[src/source/video_settings.svh]
`ifndef VIDEO_SETTINGS_SVH
`define VIDEO_SETTINGS_SVH

// horizontal raster in pixel clocks
`define VID_H_ACTIVE 16
`define VID_H_FP 2
`define VID_H_SYNC 3
`define VID_H_BP 4
`define VID_H_TOTAL (`VID_H_ACTIVE + `VID_H_FP + `VID_H_SYNC + `VID_H_BP)

// vertical raster in lines
`define VID_V_ACTIVE 6
`define VID_V_FP 1
`define VID_V_SYNC 2
`define VID_V_BP 2
`define VID_V_TOTAL (`VID_V_ACTIVE + `VID_V_FP + `VID_V_SYNC + `VID_V_BP)

`define VID_HS_POL 1'b1 // positive hsync
`define VID_VS_POL 1'b1 // positive vsync

// pixel buffer entries, equal to the credits the source starts with
`define VID_FIFO_DEPTH 8

`endif

[src/source/video_pkg.sv]
`default_nettype none

package video_pkg;

    typedef struct packed {
        logic [4:0] r;
        logic [5:0] g;
        logic [4:0] b;
    } rgb565_t; // frame source pixel

    typedef struct packed {
        logic [7:0] r;
        logic [7:0] g;
        logic [7:0] b;
    } rgb888_t;

    typedef struct packed {
        logic hs;
        logic vs;
        logic de;
    } vsync_t;

    typedef struct packed {
        logic [5:0] pad; // unused
        logic       c1;
        logic       c0;
    } tmds_ctrl_t;

    // data byte during de, control pair in blanking
    typedef union packed {
        logic [7:0] data;
        tmds_ctrl_t ctrl;
    } tmds_in_u;

    typedef logic [9:0] tmds_word_t;

    // control tokens, suffix is {c1, c0}
    localparam tmds_word_t TMDS_CTRL_00 = 10'b1101010100;
    localparam tmds_word_t TMDS_CTRL_01 = 10'b0010101011;
    localparam tmds_word_t TMDS_CTRL_10 = 10'b0101010100;
    localparam tmds_word_t TMDS_CTRL_11 = 10'b1010101011;

endpackage

`default_nettype wire

[src/source/video_timing.sv]
`timescale 1ns/1ps
`default_nettype none
`include "video_settings.svh"

module video_timing
    import video_pkg::*;
(
    input  logic   clk,
    input  logic   rst,
    output vsync_t sync
);

    localparam int H_TOTAL = `VID_H_TOTAL;
    localparam int V_TOTAL = `VID_V_TOTAL;
    localparam int HW = $clog2(H_TOTAL);
    localparam int VW = $clog2(V_TOTAL);

    // line layout is front porch, sync, back porch, active
    localparam int H_SYNC_BEG = `VID_H_FP;
    localparam int H_SYNC_END = `VID_H_FP + `VID_H_SYNC; // first count past sync
    localparam int H_ACT_BEG  = `VID_H_FP + `VID_H_SYNC + `VID_H_BP;

    // frame layout in lines, same order
    localparam int V_SYNC_BEG = `VID_V_FP;
    localparam int V_SYNC_END = `VID_V_FP + `VID_V_SYNC;
    localparam int V_ACT_BEG  = `VID_V_FP + `VID_V_SYNC + `VID_V_BP;

    logic [HW-1:0] h_cnt;    // pixel within line
    logic [VW-1:0] v_cnt;    // line within frame
    logic [HW-1:0] h_nxt;
    logic [VW-1:0] v_nxt;
    logic          h_wrap;   // last pixel of line
    logic          in_hsync;
    logic          in_vsync;
    vsync_t        sync_nxt;

    always_comb begin
        h_wrap = (h_cnt == HW'(H_TOTAL - 1));
        h_nxt  = h_wrap ? '0 : h_cnt + 1'b1;
        v_nxt  = v_cnt;
        if (h_wrap) begin
            v_nxt = (v_cnt == VW'(V_TOTAL - 1)) ? '0 : v_cnt + 1'b1; // frame wrap
        end

        // decode next counts so the flops hold the sync of the current count
        in_hsync    = (h_nxt >= HW'(H_SYNC_BEG)) && (h_nxt < HW'(H_SYNC_END));
        in_vsync    = (v_nxt >= VW'(V_SYNC_BEG)) && (v_nxt < VW'(V_SYNC_END));
        sync_nxt.hs = in_hsync ? `VID_HS_POL : ~`VID_HS_POL;
        sync_nxt.vs = in_vsync ? `VID_VS_POL : ~`VID_VS_POL;
        sync_nxt.de = (h_nxt >= HW'(H_ACT_BEG)) && (v_nxt >= VW'(V_ACT_BEG)); // to end of line
    end

    always_ff @(posedge clk or posedge rst) begin
        if (rst) begin
            h_cnt   <= '0;
            v_cnt   <= '0;
            sync.hs <= ~`VID_HS_POL; // idle level
            sync.vs <= ~`VID_VS_POL;
            sync.de <= 1'b0;
        end else begin
            h_cnt <= h_nxt;
            v_cnt <= v_nxt;
            sync  <= sync_nxt;
        end
    end

endmodule

`default_nettype wire

[src/source/pixel_fifo.sv]
`timescale 1ns/1ps
`default_nettype none
`include "video_settings.svh"

module pixel_fifo
    import video_pkg::*;
(
    input  logic    clk,
    input  logic    rst,
    input  logic    pix_valid,
    input  rgb565_t pix,
    input  logic    pop,
    output logic    credit,
    output rgb565_t rd_pix,
    output logic    underflow
);

    localparam int DEPTH = `VID_FIFO_DEPTH;
    localparam int AW = (DEPTH > 1) ? $clog2(DEPTH) : 1;
    localparam int CW = $clog2(DEPTH + 1); // holds 0..DEPTH

    rgb565_t       mem [DEPTH];
    logic [AW-1:0] wr_ptr;
    logic [AW-1:0] rd_ptr;
    logic [CW-1:0] count;  // occupancy
    logic          full;
    logic          empty;
    logic          wr_en;
    logic          rd_en;

    // circular increment, depth need not be a power of two
    function automatic logic [AW-1:0] ptr_inc(input logic [AW-1:0] p);
        return (p == AW'(DEPTH - 1)) ? '0 : p + 1'b1;
    endfunction

    assign full  = (count == CW'(DEPTH));
    assign empty = (count == '0);
    assign wr_en = pix_valid && !full; // credits keep the source off a full buffer
    assign rd_en = pop && !empty;

    always_ff @(posedge clk) begin
        if (wr_en) begin
            mem[wr_ptr] <= pix;
        end
    end

    // black whenever nothing is read, including a pop on empty
    always_ff @(posedge clk) begin
        rd_pix <= rd_en ? mem[rd_ptr] : '0;
    end

    always_ff @(posedge clk or posedge rst) begin
        if (rst) begin
            wr_ptr    <= '0;
            rd_ptr    <= '0;
            count     <= '0;
            credit    <= 1'b0;
            underflow <= 1'b0;
        end else begin
            if (wr_en) begin
                wr_ptr <= ptr_inc(wr_ptr);
            end
            if (rd_en) begin
                rd_ptr <= ptr_inc(rd_ptr);
            end
            count  <= count + CW'(wr_en) - CW'(rd_en);
            credit <= rd_en;    // one credit back per consumed pixel
            if (pop && empty) begin
                underflow <= 1'b1; // sticky
            end
        end
    end

endmodule

`default_nettype wire

[src/source/pixel_align.sv]
`timescale 1ns/1ps
`default_nettype none
`include "video_settings.svh"

module pixel_align
    import video_pkg::*;
(
    input  logic           clk,
    input  logic           rst,
    input  vsync_t         raw_sync,
    input  rgb565_t        rd_pix,
    output vsync_t         sync,
    output tmds_in_u [2:0] ch_in    // [0] b, [1] g, [2] r
);

    localparam vsync_t SYNC_IDLE = '{hs: ~`VID_HS_POL, vs: ~`VID_VS_POL, de: 1'b0};

    vsync_t  sync_d1; // lines up with the fifo read data
    rgb888_t colour;  // expanded and blanked pixel

    always_ff @(posedge clk or posedge rst) begin
        if (rst) begin
            sync_d1 <= SYNC_IDLE;
            sync    <= SYNC_IDLE;
        end else begin
            sync_d1 <= raw_sync;
            sync    <= sync_d1;
        end
    end

    // top bits repeated into the low bits so full scale maps to 8'hff
    always_ff @(posedge clk) begin
        if (sync_d1.de) begin
            colour.r <= {rd_pix.r, rd_pix.r[4:2]};
            colour.g <= {rd_pix.g, rd_pix.g[5:4]};
            colour.b <= {rd_pix.b, rd_pix.b[4:2]};
        end else begin
            colour <= '0; // blank outside active area
        end
    end

    always_comb begin
        if (sync.de) begin
            ch_in[0].data = colour.b;
            ch_in[1].data = colour.g;
            ch_in[2].data = colour.r;
        end else begin
            ch_in[0].ctrl = '{pad: '0, c1: sync.vs, c0: sync.hs}; // syncs ride on blue
            ch_in[1].ctrl = '0;
            ch_in[2].ctrl = '0;
        end
    end

endmodule

`default_nettype wire

[src/source/tmds_encoder.sv]
`timescale 1ns/1ps
`default_nettype none

module tmds_encoder
    import video_pkg::*;
(
    input  logic       clk,
    input  logic       rst,
    input  logic       de,
    input  tmds_in_u   din,
    output tmds_word_t dout
);

    logic [7:0]        d;
    logic [3:0]        n1_d;     // ones in data byte
    logic [3:0]        n1_q;     // ones in q_m[7:0]
    logic              use_xnor;
    logic [8:0]        q_m;      // transition minimised word
    logic signed [5:0] bal;      // ones minus zeros of q_m[7:0]
    logic signed [5:0] disp;     // running disparity
    logic signed [5:0] disp_nxt;
    tmds_word_t        word_nxt;
    tmds_word_t        ctrl_tok;

    always_comb begin
        d        = din.data;
        n1_d     = 4'($countones(d));
        use_xnor = (n1_d > 4'd4) || ((n1_d == 4'd4) && !d[0]);

        q_m[0] = d[0];
        for (int i = 1; i < 8; i++) begin
            q_m[i] = q_m[i-1] ^ d[i] ^ use_xnor; // xnor is xor with the flag set
        end
        q_m[8] = !use_xnor;

        n1_q = 4'($countones(q_m[7:0]));
        bal  = $signed(6'({n1_q, 1'b0}) - 6'd8); // 2*n1 - 8

        if ((disp == 6'sd0) || (bal == 6'sd0)) begin
            // no bias either way, bit 9 just flags the inversion
            word_nxt = {~q_m[8], q_m[8], q_m[8] ? q_m[7:0] : ~q_m[7:0]};
            disp_nxt = q_m[8] ? disp + bal : disp - bal;
        end else if (((disp > 6'sd0) && (bal > 6'sd0)) ||
                     ((disp < 6'sd0) && (bal < 6'sd0))) begin
            word_nxt = {1'b1, q_m[8], ~q_m[7:0]}; // invert to pull disparity back
            disp_nxt = disp + (q_m[8] ? 6'sd2 : 6'sd0) - bal;
        end else begin
            word_nxt = {1'b0, q_m[8], q_m[7:0]};
            disp_nxt = disp - (q_m[8] ? 6'sd0 : 6'sd2) + bal;
        end
    end

    always_comb begin
        case ({din.ctrl.c1, din.ctrl.c0})
            2'b00:   ctrl_tok = TMDS_CTRL_00;
            2'b01:   ctrl_tok = TMDS_CTRL_01;
            2'b10:   ctrl_tok = TMDS_CTRL_10;
            default: ctrl_tok = TMDS_CTRL_11;
        endcase
    end

    always_ff @(posedge clk or posedge rst) begin
        if (rst) begin
            dout <= TMDS_CTRL_00;
            disp <= '0;
        end else if (de) begin
            dout <= word_nxt;
            disp <= disp_nxt;
        end else begin
            dout <= ctrl_tok;
            disp <= '0; // balance restarts each blanking period
        end
    end

endmodule

`default_nettype wire

[src/source/video_out_top.sv]
`timescale 1ns/1ps
`default_nettype none

module video_out_top
    import video_pkg::*;
(
    input  logic       clk,
    input  logic       rst,
    input  logic       pix_valid,
    input  rgb565_t    pix,
    output logic       credit,
    output logic       underflow,
    output tmds_word_t tmds_b,
    output tmds_word_t tmds_g,
    output tmds_word_t tmds_r
);

    vsync_t         raw_sync;   // straight from the counters
    vsync_t         al_sync;    // two clocks later, matches colour
    rgb565_t        rd_pix;
    tmds_in_u [2:0] ch_in;

    video_timing video_timing_inst (
        .clk  (clk),
        .rst  (rst),
        .sync (raw_sync)
    );

    pixel_fifo pixel_fifo_inst (
        .clk       (clk),
        .rst       (rst),
        .pix_valid (pix_valid),
        .pix       (pix),
        .pop       (raw_sync.de), // one pixel per active clock
        .credit    (credit),
        .rd_pix    (rd_pix),
        .underflow (underflow)
    );

    pixel_align pixel_align_inst (
        .clk      (clk),
        .rst      (rst),
        .raw_sync (raw_sync),
        .rd_pix   (rd_pix),
        .sync     (al_sync),
        .ch_in    (ch_in)
    );

    tmds_encoder tmds_encoder_b_inst (
        .clk  (clk),
        .rst  (rst),
        .de   (al_sync.de),
        .din  (ch_in[0]),
        .dout (tmds_b)
    );

    tmds_encoder tmds_encoder_g_inst (
        .clk  (clk),
        .rst  (rst),
        .de   (al_sync.de),
        .din  (ch_in[1]),
        .dout (tmds_g)
    );

    tmds_encoder tmds_encoder_r_inst (
        .clk  (clk),
        .rst  (rst),
        .de   (al_sync.de),
        .din  (ch_in[2]),
        .dout (tmds_r)
    );

endmodule

`default_nettype wire

[config.mk]
export PLATFORM = sky130hd
export DESIGN_NAME = video_out_top
export DESIGN_NICKNAME = d
export VERILOG_FILES = /design/src/source/video_pkg.sv /design/src/source/video_timing.sv /design/src/source/pixel_fifo.sv /design/src/source/pixel_align.sv /design/src/source/tmds_encoder.sv /design/src/source/video_out_top.sv
export VERILOG_INCLUDE_DIRS = /design/src /design/src/source
export SDC_FILE = /design/constraint.sdc
export NUM_CORES = 1
export LEC_CHECK = 0
export BUFFER_PORTS_ARGS = -buffer_cell sky130_fd_sc_hd__buf_4
export CORE_MARGIN = 5
export CORE_UTILIZATION = 60
export CTS_CLUSTER_SIZE = 12
export DETAILED_ROUTE_END_ITERATION = 6
export PLACE_DENSITY = 0.79
export SLEW_MARGIN = 20
export SYNTH_ARGS = -nofsm -noshare
export SYNTH_HDL_FRONTEND = slang
export SYNTH_HIERARCHICAL = 1
export SYNTH_SLANG_ARGS = --single-unit
[constraint.sdc]
create_clock -name clk -period 9.8 [get_ports clk]
set_input_delay 0.49 -clock clk [delete_from_list [all_inputs] [get_ports clk]]
set_output_delay 0.49 -clock clk [all_outputs]
set_load 0.005 [all_outputs]
Yosys cells after proc, flatten, opt, wreduce, memory -nomap -nowiden
Memories as Yosys holds them, arrays and structs flattened. A register that Yosys moved wholly into a read port is not among the register bits.
Cells that the tools add are included.

storage, ports and cells
  register bits = 102
  RAM bits = 128
  bits of input ports = 19
  output and inout bits = 32
  memories = 1

cells by class
  add/sub/neg operators = 69
  order comparisons = 21
  equality and inequality tests = 14
  mux-type cells = 43
  bitwise operators = 45
  reductions and logical operators = 43

memories
  name                 words  width  read ports  clocked after memory_dff  wr ports  line              text
  pixel_fifo_inst.mem  8      16     1           1                         1         pixel_fifo.sv:22  rgb565_t mem [DEPTH];

operators by type and width
  kind                                                           number
  two-way mux 10 bit                                             9
  case mux 10 bit (3 select lines)                               3
  adder 4 bit                                                    18
  two-way mux 6 bit                                              12
  adder 6 bit                                                    9
  subtractor 6 bit                                               9
  adder 1 x 1 -> 2 bit                                           24
  bitwise XOR 1 bit                                              42
  greater-than comparator 6 x 1 -> 1 bit, second input constant  6
  zero test 6 bit                                                6
  less-than comparator 6 x 1 -> 1 bit, second input constant     6
  two-way mux 24 bit                                             1
  two-way mux 8 bit                                              3
  inverter 8 bit                                                 3
  subtractor 5 x 4 -> 6 bit, second input constant               3
  logical AND 1 bit                                              15
  == test 4 x 3 -> 1 bit, second input constant                  3
  greater-than comparator 4 x 3 -> 1 bit, second input constant  3
  two-way mux 2 bit                                              6
  zero test 1 bit                                                9
  logical OR 1 bit                                               9
  == test 4 bit, second input constant                           2
  two-way mux 4 bit                                              2
  adder 3 x 1 -> 3 bit, second input constant                    2
  other kinds (19)                                               30

Depth between registers and ports, before layout
Gate-level depths: netlist of the first run.

  depth in word-level cells = 30
  depth in mapped cells = 35

Hierarchy
Netlist of the first run, hierarchy kept.

by module, submodules not included
  module                               instances  cells an instance  area each (µm²)  seq. area each (µm²)
  pixel_fifo                           1          300                5938.2           4464.3
  tmds_encoder at tmds_encoder_g_inst  1          226                2068.2           381.6
  tmds_encoder at tmds_encoder_b_inst  1          211                2035.7           381.6
  tmds_encoder at tmds_encoder_r_inst  1          207                1971.9           381.6
  pixel_align                          1          65                 754.5            470.5
  video_timing                         1          62                 629.4            300.3

Least setup slack after synthesis of the first run
OpenSTA, ideal clock, no wires.

  path type = register to register
  start point = register pixel_align_inst/sync[0] in the netlist's numbering
  end point = register tmds_encoder_g_inst.disp[5]
  setup time = 0.149 ns
  arrival = 8.313 ns
  required time = 9.651 ns
  path slack = 1.338 ns
  stages on the path, launching flop included = 35
  buffers on the path = 3
  clock period less this slack = 8.462 ns
  path through = dfrtp_1 -> buf_4 -> and2_1 -> inv_1 -> fa_1 -> fa_1 -> fa_1 -> inv_1 -> ha_1 -> fa_1 -> nor3b_1 -> o22a_1 -> buf_2 -> inv_1 -> buf_1 -> xnor2_1 -> fa_1 -> inv_1 -> fa_1 -> fa_1 -> ha_1 -> inv_1 -> fa_1 -> xor2_1 -> inv_1 -> ha_1 -> inv_1 -> ha_1 -> inv_1 -> ha_1 -> a21oi_1 -> xor2_1 -> mux2i_1 -> xnor2_1 -> a21oi_1

RTL lines
  element                 line                text
  start, declared         pixel_align.sv:12   output vsync_t sync,
  start signal, assigned  pixel_align.sv:27   sync <= sync_d1;
  end signal, assigned    tmds_encoder.sv:68  disp <= disp_nxt;
  end, declared           tmds_encoder.sv:20  logic signed [5:0] disp;

==> impl_metrics.toml, run 1 <==
[setup_path]
cp_max_fo = 22
cp.required_ps = 10260
path_class = "reg2reg"
crit_slowest_cell = "fa_1"
worstPathArrival_ps = 9450
crit_path_end_kind = "flop"
startpoint_type = "flop"
slowest_delay_ps = 550

[clocking]
cts_buffers = 26
cts_buffer_depth = 3
cts_tree = "built"
path_clk_slew_ps = 60
cts_sinks = 235
postCtsHoldBufs = 1
clk_latency_ps = 550
root_buffer = "clkbuf_16"
ctsResizeCount = 0
cts_htree_levels = 1
cts_setup_buffers = 0

[floorplan]
die_y_um = 159
core_area_um2 = 21900
num_rows = 54
die_x_um = 159
die_area_um2 = 25400
initial_core_util_pct = 61.2
num_io_pins = 51

[sta]
fin_worst_skew_ps = 19.9
max_freq_mhz = 111
worst_slack_ps = 817
slew_headroom_pct = 35.2
hold_violations = 0
post-route-period-util_pct = 91.7
setup_viol_count_final = 0
rsz0062_at_grt = "no"
tightest_slew_ps = 960
fin_tns_setup_ps = 0
slew_viol_final = 0
finalCriticalPeriod_ps = 8980

[routing]
antenna_left = 0
drc = 0
wl_um = 25100
drt-vias-per-instance = 5.51
dr.first_iter.drc_count = 534
wl_per_cell_um = 17.6
dr.pass1.iters = 5
num_vias = 7884

[synthesis]
avgSynthCellArea_um2 = 12.5
yosysWarnings = 6
ys_ff_latch = 235
syn_area_um2 = 13400
seq_area_frac_synth_pct = 47.6
syn_nets = 1239
synth_cell_types = 74
synth_flop_cell = "edfxtp_1"
syn_inst = 1071
async_reset_ff_share_pct = 31.9
synth-edff-count = 128

[layout]
mostFrequentLayoutCells = "inv_1 (163), edfxtp_1 (128), ha_1 (109)"
mostFrequentLayoutCell = "inv_1"
drive_gt1_share_pct = 16.8
areaGrowthSynthToFinish_pct = 11.2
diodes = 0
layout.nets = 1300
fillers = 1583

[worst_hold_path]
hold_class = "in2reg"

[placement]
place_congestion = 0.873
place.detailed.hpwl_um = 17400
place_ws_ps = 884
port_buffers = 50

[grt]
grt-ovfl-total = 0
antenna_found_initial = 0
grt_start_max_net_pins = 36
grt_pass1_vias = 8528
grt_first_pass_wirelength_um = 42700
grt_usage_pct = 20.3

[power_and_ir_drop]
cellPowerDensity_nw_per_um2 = 156
p_sw_uw = 548
leakagePower_uw = 0.00649
p_comb_share_pct = 8.6
peakVddDrop_mv = 0.198
power_frac_clock_pct = 40.3
power.total_uw = 2320
internal_power_uw = 1770
netSwitchingFraction_pct = 23.6
seq_power_share_pct = 51.1

[status]
status = "completed"

[run]
max_cap_viol_count = 0
==> flip-flops by register name (all words and copies together), names as in the netlist, 4 cells and up <==
name,cells
pixel_fifo_inst/count,4
pixel_align_inst/colour,16
tmds_encoder_b_inst/disp,5
video_timing_inst/h_cnt,5
tmds_encoder_r_inst/dout,10
pixel_fifo_inst/mem,128
tmds_encoder_g_inst/disp,5
tmds_encoder_r_inst/disp,5
video_timing_inst/v_cnt,4
tmds_encoder_b_inst/dout,10
pixel_fifo_inst/rd_pix,16
tmds_encoder_g_inst/dout,10
==> final timing paths <==
| check | slack [ps] | endpoint | cells after the start | start |
|---|---|---|---|---|
| worst max register to register | 820 | tmds_encoder_g_inst/disp[5]$_DFF_PP0_ | 33 | pixel_align_inst/sync[0]$_DFF_PP0_ |
| min in group asynchronous | 490 | pixel_align_inst/sync[2]$_DFF_PP0_ | 3 | rst |
| worst min-delay path | 170 | pixel_fifo_inst/mem[3][12]$_DFFE_PP_ | 1 | pix[12] |
| worst min register to register | 350 | pixel_align_inst/sync[1]$_DFF_PP0_ | 0 | pixel_align_inst/sync_d1[1]$_DFF_PP0_ |
| worst max-delay path | 820 | tmds_encoder_g_inst/disp[5]$_DFF_PP0_ | 33 | pixel_align_inst/sync[0]$_DFF_PP0_ |
| max in group asynchronous | 8720 | tmds_encoder_b_inst/disp[1]$_DFF_PP0_ | 3 | rst |
==> routing by layer <==
metal / track usage, % / vias to the layer above / routed length, µm
li1: - / 3786 / -
met1: 26.6 / 3901 / 10900
met2: 35.8 / 158 / 12700
met3: 3.13 / 39 / 1000
met4: 4.85 / 0 / 495
met5: 0 / - / 0
==> cell families (layout without fill, tap and decap cells) <==
logic type                 count (synthesis)  after routing  synth area share (%)
AOI/OAI and AO/OA                        159            159                  7.77
xor gates and xnor gates                 116            116                  8.72
adders and majority gates                149            149                  16.2
buffers and inverters                    198            279                  6.32
DFF                                      235            235                  47.6
muxes                                     52             52                  6.99
and+or+nand+nor                          162            162                  6.42
==> worst max-delay path: cells and delay by family, from the launching register on <==
family                   cells  cell delay, ps
AND/OR/NAND/NOR              2             500
buffers and inverters       10            1180
AO/OA/AOI/OAI                3             700
multiplexers                 1             100
XOR/XNOR                     4             920
flip-flops                   1             500
adder cells (fa/ha/maj)     13            4980
==> Yosys cell counts (4+ instances only) <==
cell type,instances,area share (%)
a211oi_1,5,0.28
a21o_1,27,1.5
a21oi_1,48,1.8
and2_1,36,1.7
and3_1,5,0.23
buf_2,8,0.30
buf_4,9,0.50
clkbuf_1,10,0.28
dfrtp_1,60,11
dfstp_2,15,2.9
dfxtp_1,32,4.8
edfxtp_1,128,29
fa_1,40,6.0
ha_1,109,10
inv_1,163,4.6
mux2_2,9,0.76
mux2i_1,9,0.67
mux4_2,32,5.4
nand2_1,31,0.87
nand2b_1,4,0.19
nand3_1,8,0.30
nor2_1,34,0.95
nor2b_1,8,0.37
nor3_1,16,0.60
nor3b_1,4,0.22
o211ai_1,5,0.28
o21ai_0,24,0.90
o21ai_1,6,0.22
o22ai_1,17,0.79
xnor2_1,71,4.6
xnor2_2,6,0.73
xor2_1,33,2.2
==> stage by stage <==
step                      std cells  utilization [%]  hold WS (ps)  cell area (µm²)
after global routing           1432             68.0           167            14900
after floorplan                1071                -           281            13400
after detailed placement       1383             64.1           337            14000
final                          1432             68.0           171            14900
after global placement         1383             64.1           334            14000
after CTS                      1432             68.0           158            14900
==> area by class of cell <==
type	instances	area, µm²	area share, %
clock buffer	43	786	5.27
timing repair buffer	67	505	3.39
tap	280	350	2.35
multi-input combinational	638	6200	41.6
sequential	235	6380	42.8
inverter	164	616	4.13
clock inverter	5	60.1	0.403
==> power by group through the flow <==
stage	logic [µW]	clock network [µW]	registers [µW]
global placement	191	0	1200
detailed placement	202	0	1200
finish	199	936	1190
global route	224	1010	1190
CTS	204	958	1190
floorplan	129	0	1190
(Power assumes the default switching activity.)
==> inputs of run 2 (changes only) <==
--- a/config.mk
+++ b/config.mk
@@ -15,5 +15,4 @@
 export SLEW_MARGIN = 20
 export SYNTH_ARGS = -nofsm -noshare
 export SYNTH_HDL_FRONTEND = slang
-export SYNTH_HIERARCHICAL = 1
 export SYNTH_SLANG_ARGS = --single-unit
==> run 2 against run 1 <==
Compared with the run above:
- non-clock buffer count down 1
- synthesized area fell by 2.7%
- global-route usage decreased by 0.60 points
- sequential share of layout area rose by 1.1 points
- core utilization fell by 0.89 points
- register-to-register slack better by 1000 ps
- first-iteration DRC count down 5.6%
- total power fell by 1.6%
==> impl_metrics.toml, run 2 <==
[synthesis]
synth-edff-count = 128
seq_area_frac_synth_pct = 49.0
netlist.area_leader.share_pct = 29.5
netlist_top_cells_area = "edfxtp_1 (29%), dfrtp_1 (12%), ha_1 (10%)"
synthTopCellsByCount = "edfxtp_1 (128), inv_1 (106), ha_1 (104)"
synth_cell_types = 65
syn_inst = 1029
async_reset_ff_share_pct = 31.9
synth_area_leader_cell = "edfxtp_1"
syn_area_um2 = 13000
avgSynthCellArea_um2 = 12.7
synth.most_common_cell = "edfxtp_1"
yosysWarnings = 0
syn_nets = 1189
ys_ff_latch = 235
synth_flop_cell = "edfxtp_1"

[floorplan]
die_x_um = 157
num_rows = 54
num_io_pins = 51
initial_core_util_pct = 60.3
die_area_um2 = 24800
die_y_um = 157
core_area_um2 = 21600

[worst_hold_path]
hold_class = "in2reg"
min_delay_worst_endpoint = "pixel_fifo_inst.mem[0][3]$_DFFE_PP_"
worstHoldStart = "pix[3]"
hold_depth = 1

[clocking]
cts_sinks = 235
root_buffer = "clkbuf_16"
cts_setup_buffers = 0
cts_buffer_depth = 3
clk_latency_ps = 530
path_clk_slew_ps = 60
cts_buffers = 25
cts_htree_levels = 1
cts_tree = "built"
ctsResizeCount = 0
postCtsHoldBufs = 0

[layout]
diodes = 0
layout.nets = 1243
top_register = "pixel_fifo_inst.mem"
mostFrequentLayoutCells = "edfxtp_1 (128), inv_1 (105), ha_1 (104)"
multiInputGateArea_um2 = 6080
drive_gt1_share_pct = 16.0
fin_cells = 1382
largest_register_ffs = 128
largestRegisters = "pixel_fifo_inst.mem x128, pixel_align_inst.colour x16, pixel_fifo_inst.rd_pix x16"
regArea_um2 = 6380
fillers = 1552
mostFrequentLayoutCell = "edfxtp_1"
areaGrowthSynthToFinish_pct = 11.4
fin_util_pct = 67.2

[status]
status = "completed"

[grt]
grt_pass1_vias = 7751
grt_first_pass_wirelength_um = 39200
antenna_found_initial = 0
grt_usage_pct = 19.7
grt-ovfl-total = 0
grt_start_max_net_pins = 76

[sta]
fin_worst_skew_ps = 16.3
slew_viol_final = 0
worst_slack_ps = 1830
max_freq_mhz = 125
finalCriticalPeriod_ps = 7970
hold_violations = 0
rsz0062_at_grt = "no"
post-route-period-util_pct = 81.4
slew_headroom_pct = 28.8
setup_viol_count_final = 0
fin_tns_setup_ps = 0
tightest_slew_ps = 1070

[power_and_ir_drop]
peakVddDrop_mv = 0.171
cellPowerDensity_nw_per_um2 = 157
power.total_uw = 2280
leakagePower_uw = 0.00620

[setup_path]
worstPathArrival_ps = 8410
startpoint_type = "flop"
r2r_slack_ps = 1830
crit_path_end_kind = "flop"
cp.required_ps = 10230
path_class = "reg2reg"
r2r_start = "pixel_align_inst.sync[0]$_DFF_PP0_"
timing.rr.end = "tmds_encoder_r_inst.disp[5]$_DFF_PP0_"
cp_max_fo = 33
worstRegToRegCells = 27

[routing]
wl_per_cell_um = 17.0
drt-vias-per-instance = 5.44
drc = 0
num_vias = 7516
dr.pass1.iters = 4
antenna_left = 0
dr.first_iter.drc_count = 504
wl_um = 23500

[placement]
port_buffers = 50
place_ws_ps = 1840
dp_cells = 1336
place_congestion = 0.801
place.detailed.hpwl_um = 15700

[run]
max_cap_viol_count = 0
## run 2: cell count changes after synthesis, sizes merged, moves of 10 or more
cell,change
nand2,+21
inv,-58
clkbuf,+15
o22ai,-16
a21oi,-23
nor2,+36
mux2i,+22
buf,-10
## run 2: layer usage
| metal | share of wire, % | global-route usage, % |
|---|---|---|
| met4 | 1.8 | 4.59 |
| met5 | 0 | 0 |
| met3 | 5.4 | 3.63 |
| met1 | 43 | 26.7 |
| met2 | 49 | 33.5 |
## run 2: layout make-up
class                   count  area share [%]
repair buffers             66            3.41
multi-input cells         648            41.8
clock inverters             4           0.448
flip-flops and latches    235            43.9
clock buffers              42            5.16
inverters                 107            2.77
well taps                 280            2.41
## run 2: cells by family after synthesis
family | after synthesis | share of synthesized area, %
AO/OA/AOI/OAI | 118 | 6.50
XOR/XNOR | 116 | 8.18
buffers and inverters | 146 | 4.61
adder cells (fa/ha/maj) | 141 | 15.7
AND/OR/NAND/NOR | 207 | 7.73
flip-flops | 235 | 49.0
multiplexers | 66 | 8.35
## run 2: how the worst max path moves through the flow
stage / from / to / slack, ps / cells after the start
2_1_floorplan: pixel_align_inst.sync[0]$_DFF_PP0_ / tmds_encoder_g_inst.disp[5]$_DFF_PP0_ / 2420 / 30
3_3_place_gp: pixel_align_inst.sync[0]$_DFF_PP0_ / tmds_encoder_r_inst.disp[5]$_DFF_PP0_ / 2090 / 27
3_5_place_dp: pixel_align_inst.sync[0]$_DFF_PP0_ / tmds_encoder_r_inst.disp[5]$_DFF_PP0_ / 1840 / 27
4_1_cts: pixel_align_inst.sync[0]$_DFF_PP0_ / tmds_encoder_r_inst.disp[5]$_DFF_PP0_ / 1860 / 27
5_1_grt: pixel_align_inst.sync[0]$_DFF_PP0_ / tmds_encoder_r_inst.disp[5]$_DFF_PP0_ / 1390 / 29
6_report: pixel_align_inst.sync[0]$_DFF_PP0_ / tmds_encoder_r_inst.disp[5]$_DFF_PP0_ / 1830 / 27
## run 2: critical path, stage by stage (launching register included)
cell and delay, ps:
dfrtp_1 940, buf_4 410, and2_1 180, ha_1 170
fa_1 440, fa_1 560, ha_1 140, inv_1 40
fa_1 440, o21ai_2 140, buf_4 270, xnor2_1 130
or3_1 370, fa_1 480, inv_1 60, fa_1 480
ha_1 220, fa_1 520, ha_1 380, inv_1 80
ha_1 270, inv_1 40, ha_1 320, a21oi_1 180
xor2_1 170, mux2i_1 100, xnor2_1 130, o31ai_1 190
## run 2: through the flow
stage	hold slack [ps]	area, µm²
detailed placement	338	13700
CTS	166	14500
finish	186	14500
global route	171	14500
global placement	332	13700
floorplan	331	13000
## run 2: report_power, final
| group | switching, µW | leakage (µW) | internal, µW |
|---|---|---|---|
| Clock | 375 | 0.000388 | 548 |
| Combinational | 116 | 0.00344 | 73.2 |
| Sequential | 35.6 | 0.00237 | 1140 |
| Total | 526 | 0.00620 | 1760 |
==> inputs of run 3 (changes only) <==
--- a/config.mk
+++ b/config.mk
@@ -6,6 +6,7 @@
 export SDC_FILE = /design/constraint.sdc
 export NUM_CORES = 1
 export LEC_CHECK = 0
+export ABC_AREA = 1
 export BUFFER_PORTS_ARGS = -buffer_cell sky130_fd_sc_hd__buf_4
 export CORE_MARGIN = 5
 export CORE_UTILIZATION = 60
==> constraint.sdc (replaced) <==
create_clock -name clk -period 7.7 [get_ports clk]
set_input_delay 0.385 -clock clk [delete_from_list [all_inputs] [get_ports clk]]
set_output_delay 0.385 -clock clk [all_outputs]
set_load 0.005 [all_outputs]
==> run 3 against run 2 <==
Compared with the run above:
- sequential power grew 26%
- combinational power is 20% higher
- clock skew down 3.6 ps
- critical path type unchanged
- critical endpoint is now tmds_encoder_g_inst.disp[5]$_DFF_PP0_
- largest cell class unchanged
- largest power group unchanged
==> impl_metrics.toml, run 3 <==
[setup_path]
slowest_delay_ps = 560
path_common_cell = "inv_1"
crit_slowest_cell = "fa_1"
cp_max_fo = 15
startpoint_type = "flop"
worstPathArrival_ps = 7750
path_class = "reg2reg"
cp.required_ps = 8150
crit_path_end_kind = "flop"

[clocking]
cts_buffers = 24
path_clk_slew_ps = 60
clk_latency_ps = 530
root_buffer = "clkbuf_16"
cts_sinks = 235
cts_htree_levels = 1
cts_buffer_depth = 3
postCtsHoldBufs = 0
cts_tree = "built"

[synthesis]
syn_nets = 1554
ys_ff_latch = 235
avgSynthCellArea_um2 = 9.38
syn_inst = 1394
async_reset_ff_share_pct = 31.9
syn_area_um2 = 13100
seq_area_frac_synth_pct = 48.8
synth_area_leader_cell = "edfxtp_1"
synth_flop_cell = "edfxtp_1"
synth_cell_types = 42
synthTopCellsByCount = "nand2_1 (230), inv_1 (225), nor2_1 (154)"
synth-edff-count = 128
yosysWarnings = 0
netlist_top_cells_area = "edfxtp_1 (29%), dfrtp_1 (11%), ha_1 (10%)"
netlist.area_leader.share_pct = 29.4
synth.most_common_cell = "nand2_1"

[run]
max_cap_viol_count = 0

[floorplan]
die_x_um = 158
initial_core_util_pct = 60.5
die_y_um = 158
num_rows = 54
die_area_um2 = 24800
core_area_um2 = 21600
num_io_pins = 51

[grt]
grt_start_max_net_pins = 76
grt_pass1_vias = 9322
busiest_layer = "met2"
met2_usage_pct = 36.6
antenna_found_initial = 0
grt_use_met1_pct = 29.0
met3_usage_pct = 3.06
grt_usage_pct = 21.5
grt_first_pass_wirelength_um = 43800
grt-ovfl-total = 0

[power_and_ir_drop]
peakVddDrop_mv = 0.194
netSwitchingFraction_pct = 23.4
seq_power_share_pct = 53.2
internal_power_uw = 2130
p_comb_share_pct = 8.2
power_frac_clock_pct = 38.6
cellPowerDensity_nw_per_um2 = 191
p_sw_uw = 649
leakagePower_uw = 0.00689

[placement]
place_congestion = 0.900
port_buffers = 50
place.detailed.hpwl_um = 17900
place_ws_ps = 323
dp_cells = 1707

[layout]
fillers = 1631
layout.nets = 1614
diodes = 0
mostFrequentLayoutCells = "nand2_1 (230), inv_1 (222), nor2_1 (153)"
areaGrowthSynthToFinish_pct = 11.3
top_register = "pixel_fifo_inst.mem"
mostFrequentLayoutCell = "nand2_1"
drive_gt1_share_pct = 9.78
fin_cells = 1752
largest_register_ffs = 128
largestRegisters = "pixel_fifo_inst.mem x128, pixel_align_inst.colour x16, pixel_fifo_inst.rd_pix x16"

[sta]
setup_viol_count_final = 0
fin_worst_skew_ps = 12.7
slew_viol_final = 0
rsz0062_at_grt = "no"
hold_violations = 0
fin_tns_setup_ps = 0
max_freq_mhz = 137
post-route-period-util_pct = 94.8
worst_slack_ps = 399
finalCriticalPeriod_ps = 7300
slew_headroom_pct = 29.6
tightest_slew_ps = 1050

[routing]
wl_um = 26300
dr.first_iter.drc_count = 689
antenna_left = 0
dr.pass1.iters = 5
wl_per_cell_um = 15.0
drt-vias-per-instance = 5.40
drc = 0
num_vias = 9461

[worst_hold_path]
hold_class = "in2reg"

[status]
status = "completed"
[run 3: path summary, 6_finish.rpt]
path | endpoint | from | slack (ps) | cells past startpoint
setup / recovery | tmds_encoder_g_inst.disp[5]$_DFF_PP0_ | pixel_align_inst.sync[0]$_DFF_PP0_ | 400 | 35
hold / removal | pixel_fifo_inst.mem[6][12]$_DFFE_PP_ | pix[12] | 80 | 1
setup reg to reg | tmds_encoder_g_inst.disp[5]$_DFF_PP0_ | pixel_align_inst.sync[0]$_DFF_PP0_ | 400 | 35
hold reg to reg | pixel_align_inst.sync_d1[2]$_DFF_PP0_ | video_timing_inst.sync[2]$_DFF_PP0_ | 350 | 0
max in group asynchronous | pixel_fifo_inst.rd_ptr[0]$_DFFE_PP0P_ | rst | 6870 | 3
min in group asynchronous | pixel_fifo_inst.count[0]$_DFF_PP0_ | rst | 130 | 3
[run 3: logic make-up after synthesis]
| family | share of synthesized area (%) |
|---|---|
| simple gates | 14.7 |
| compound gates | 9.66 |
| xor+xnor | 3.53 |
| fa+ha+maj | 15.6 |
| flops | 48.8 |
| buf+inv | 7.74 |
[run 3: what timing repair did]
action | in CTS | in global routing
buffers inserted | 0 | 1
setup endpoints to repair | 0 | 14
resized for setup | 0 | 10
[run 3: final cells by class]
type	instances	area [µm²]	area share (%)
tap	280	350	2.41
sequential	235	6380	43.8
multi-input combinational	895	5710	39.2
clock inverter	4	45.0	0.309
inverter	228	861	5.91
clock buffer	40	681	4.67
timing repair buffer	70	533	3.66
[run 3: through the flow]
step                cell area (µm²)  total power [µW]  utilization (%)  hold slack [ps]
floorplan                     13100              1640                -              331
global placement              13800              1720             63.8              333
detailed placement            13800              1730             63.8              338
CTS                           14500              2800             67.1             60.2
global route                  14600              2890             67.3             60.8
finish                        14600              2770             67.3             83.3
[run 3: layer usage]
layer | wire, µm | up-vias
li1 | - | 4666
met1 | 11400 | 4474
met2 | 12700 | 278
met3 | 1630 | 43
met4 | 518 | 0
met5 | 0 | -
[run 3: power by group through the flow]
stage / sequential [µW] / clock [µW] / combinational (µW)
2_1_floorplan: 1490 / 0 / 150
3_3_place_gp: 1500 / 0 / 221
3_5_place_dp: 1500 / 0 / 230
4_1_cts: 1480 / 1090 / 231
5_1_grt: 1480 / 1150 / 261
6_report: 1480 / 1070 / 227
[run 3: critical path, delay by kind of cell (launching register included)]
kind            cells  cell delay, ps
fa+ha+maj          12            4580
buf+inv             9             690
xor+xnor            3             540
compound gates      3             360
simple gates        8             590
flops               1             450
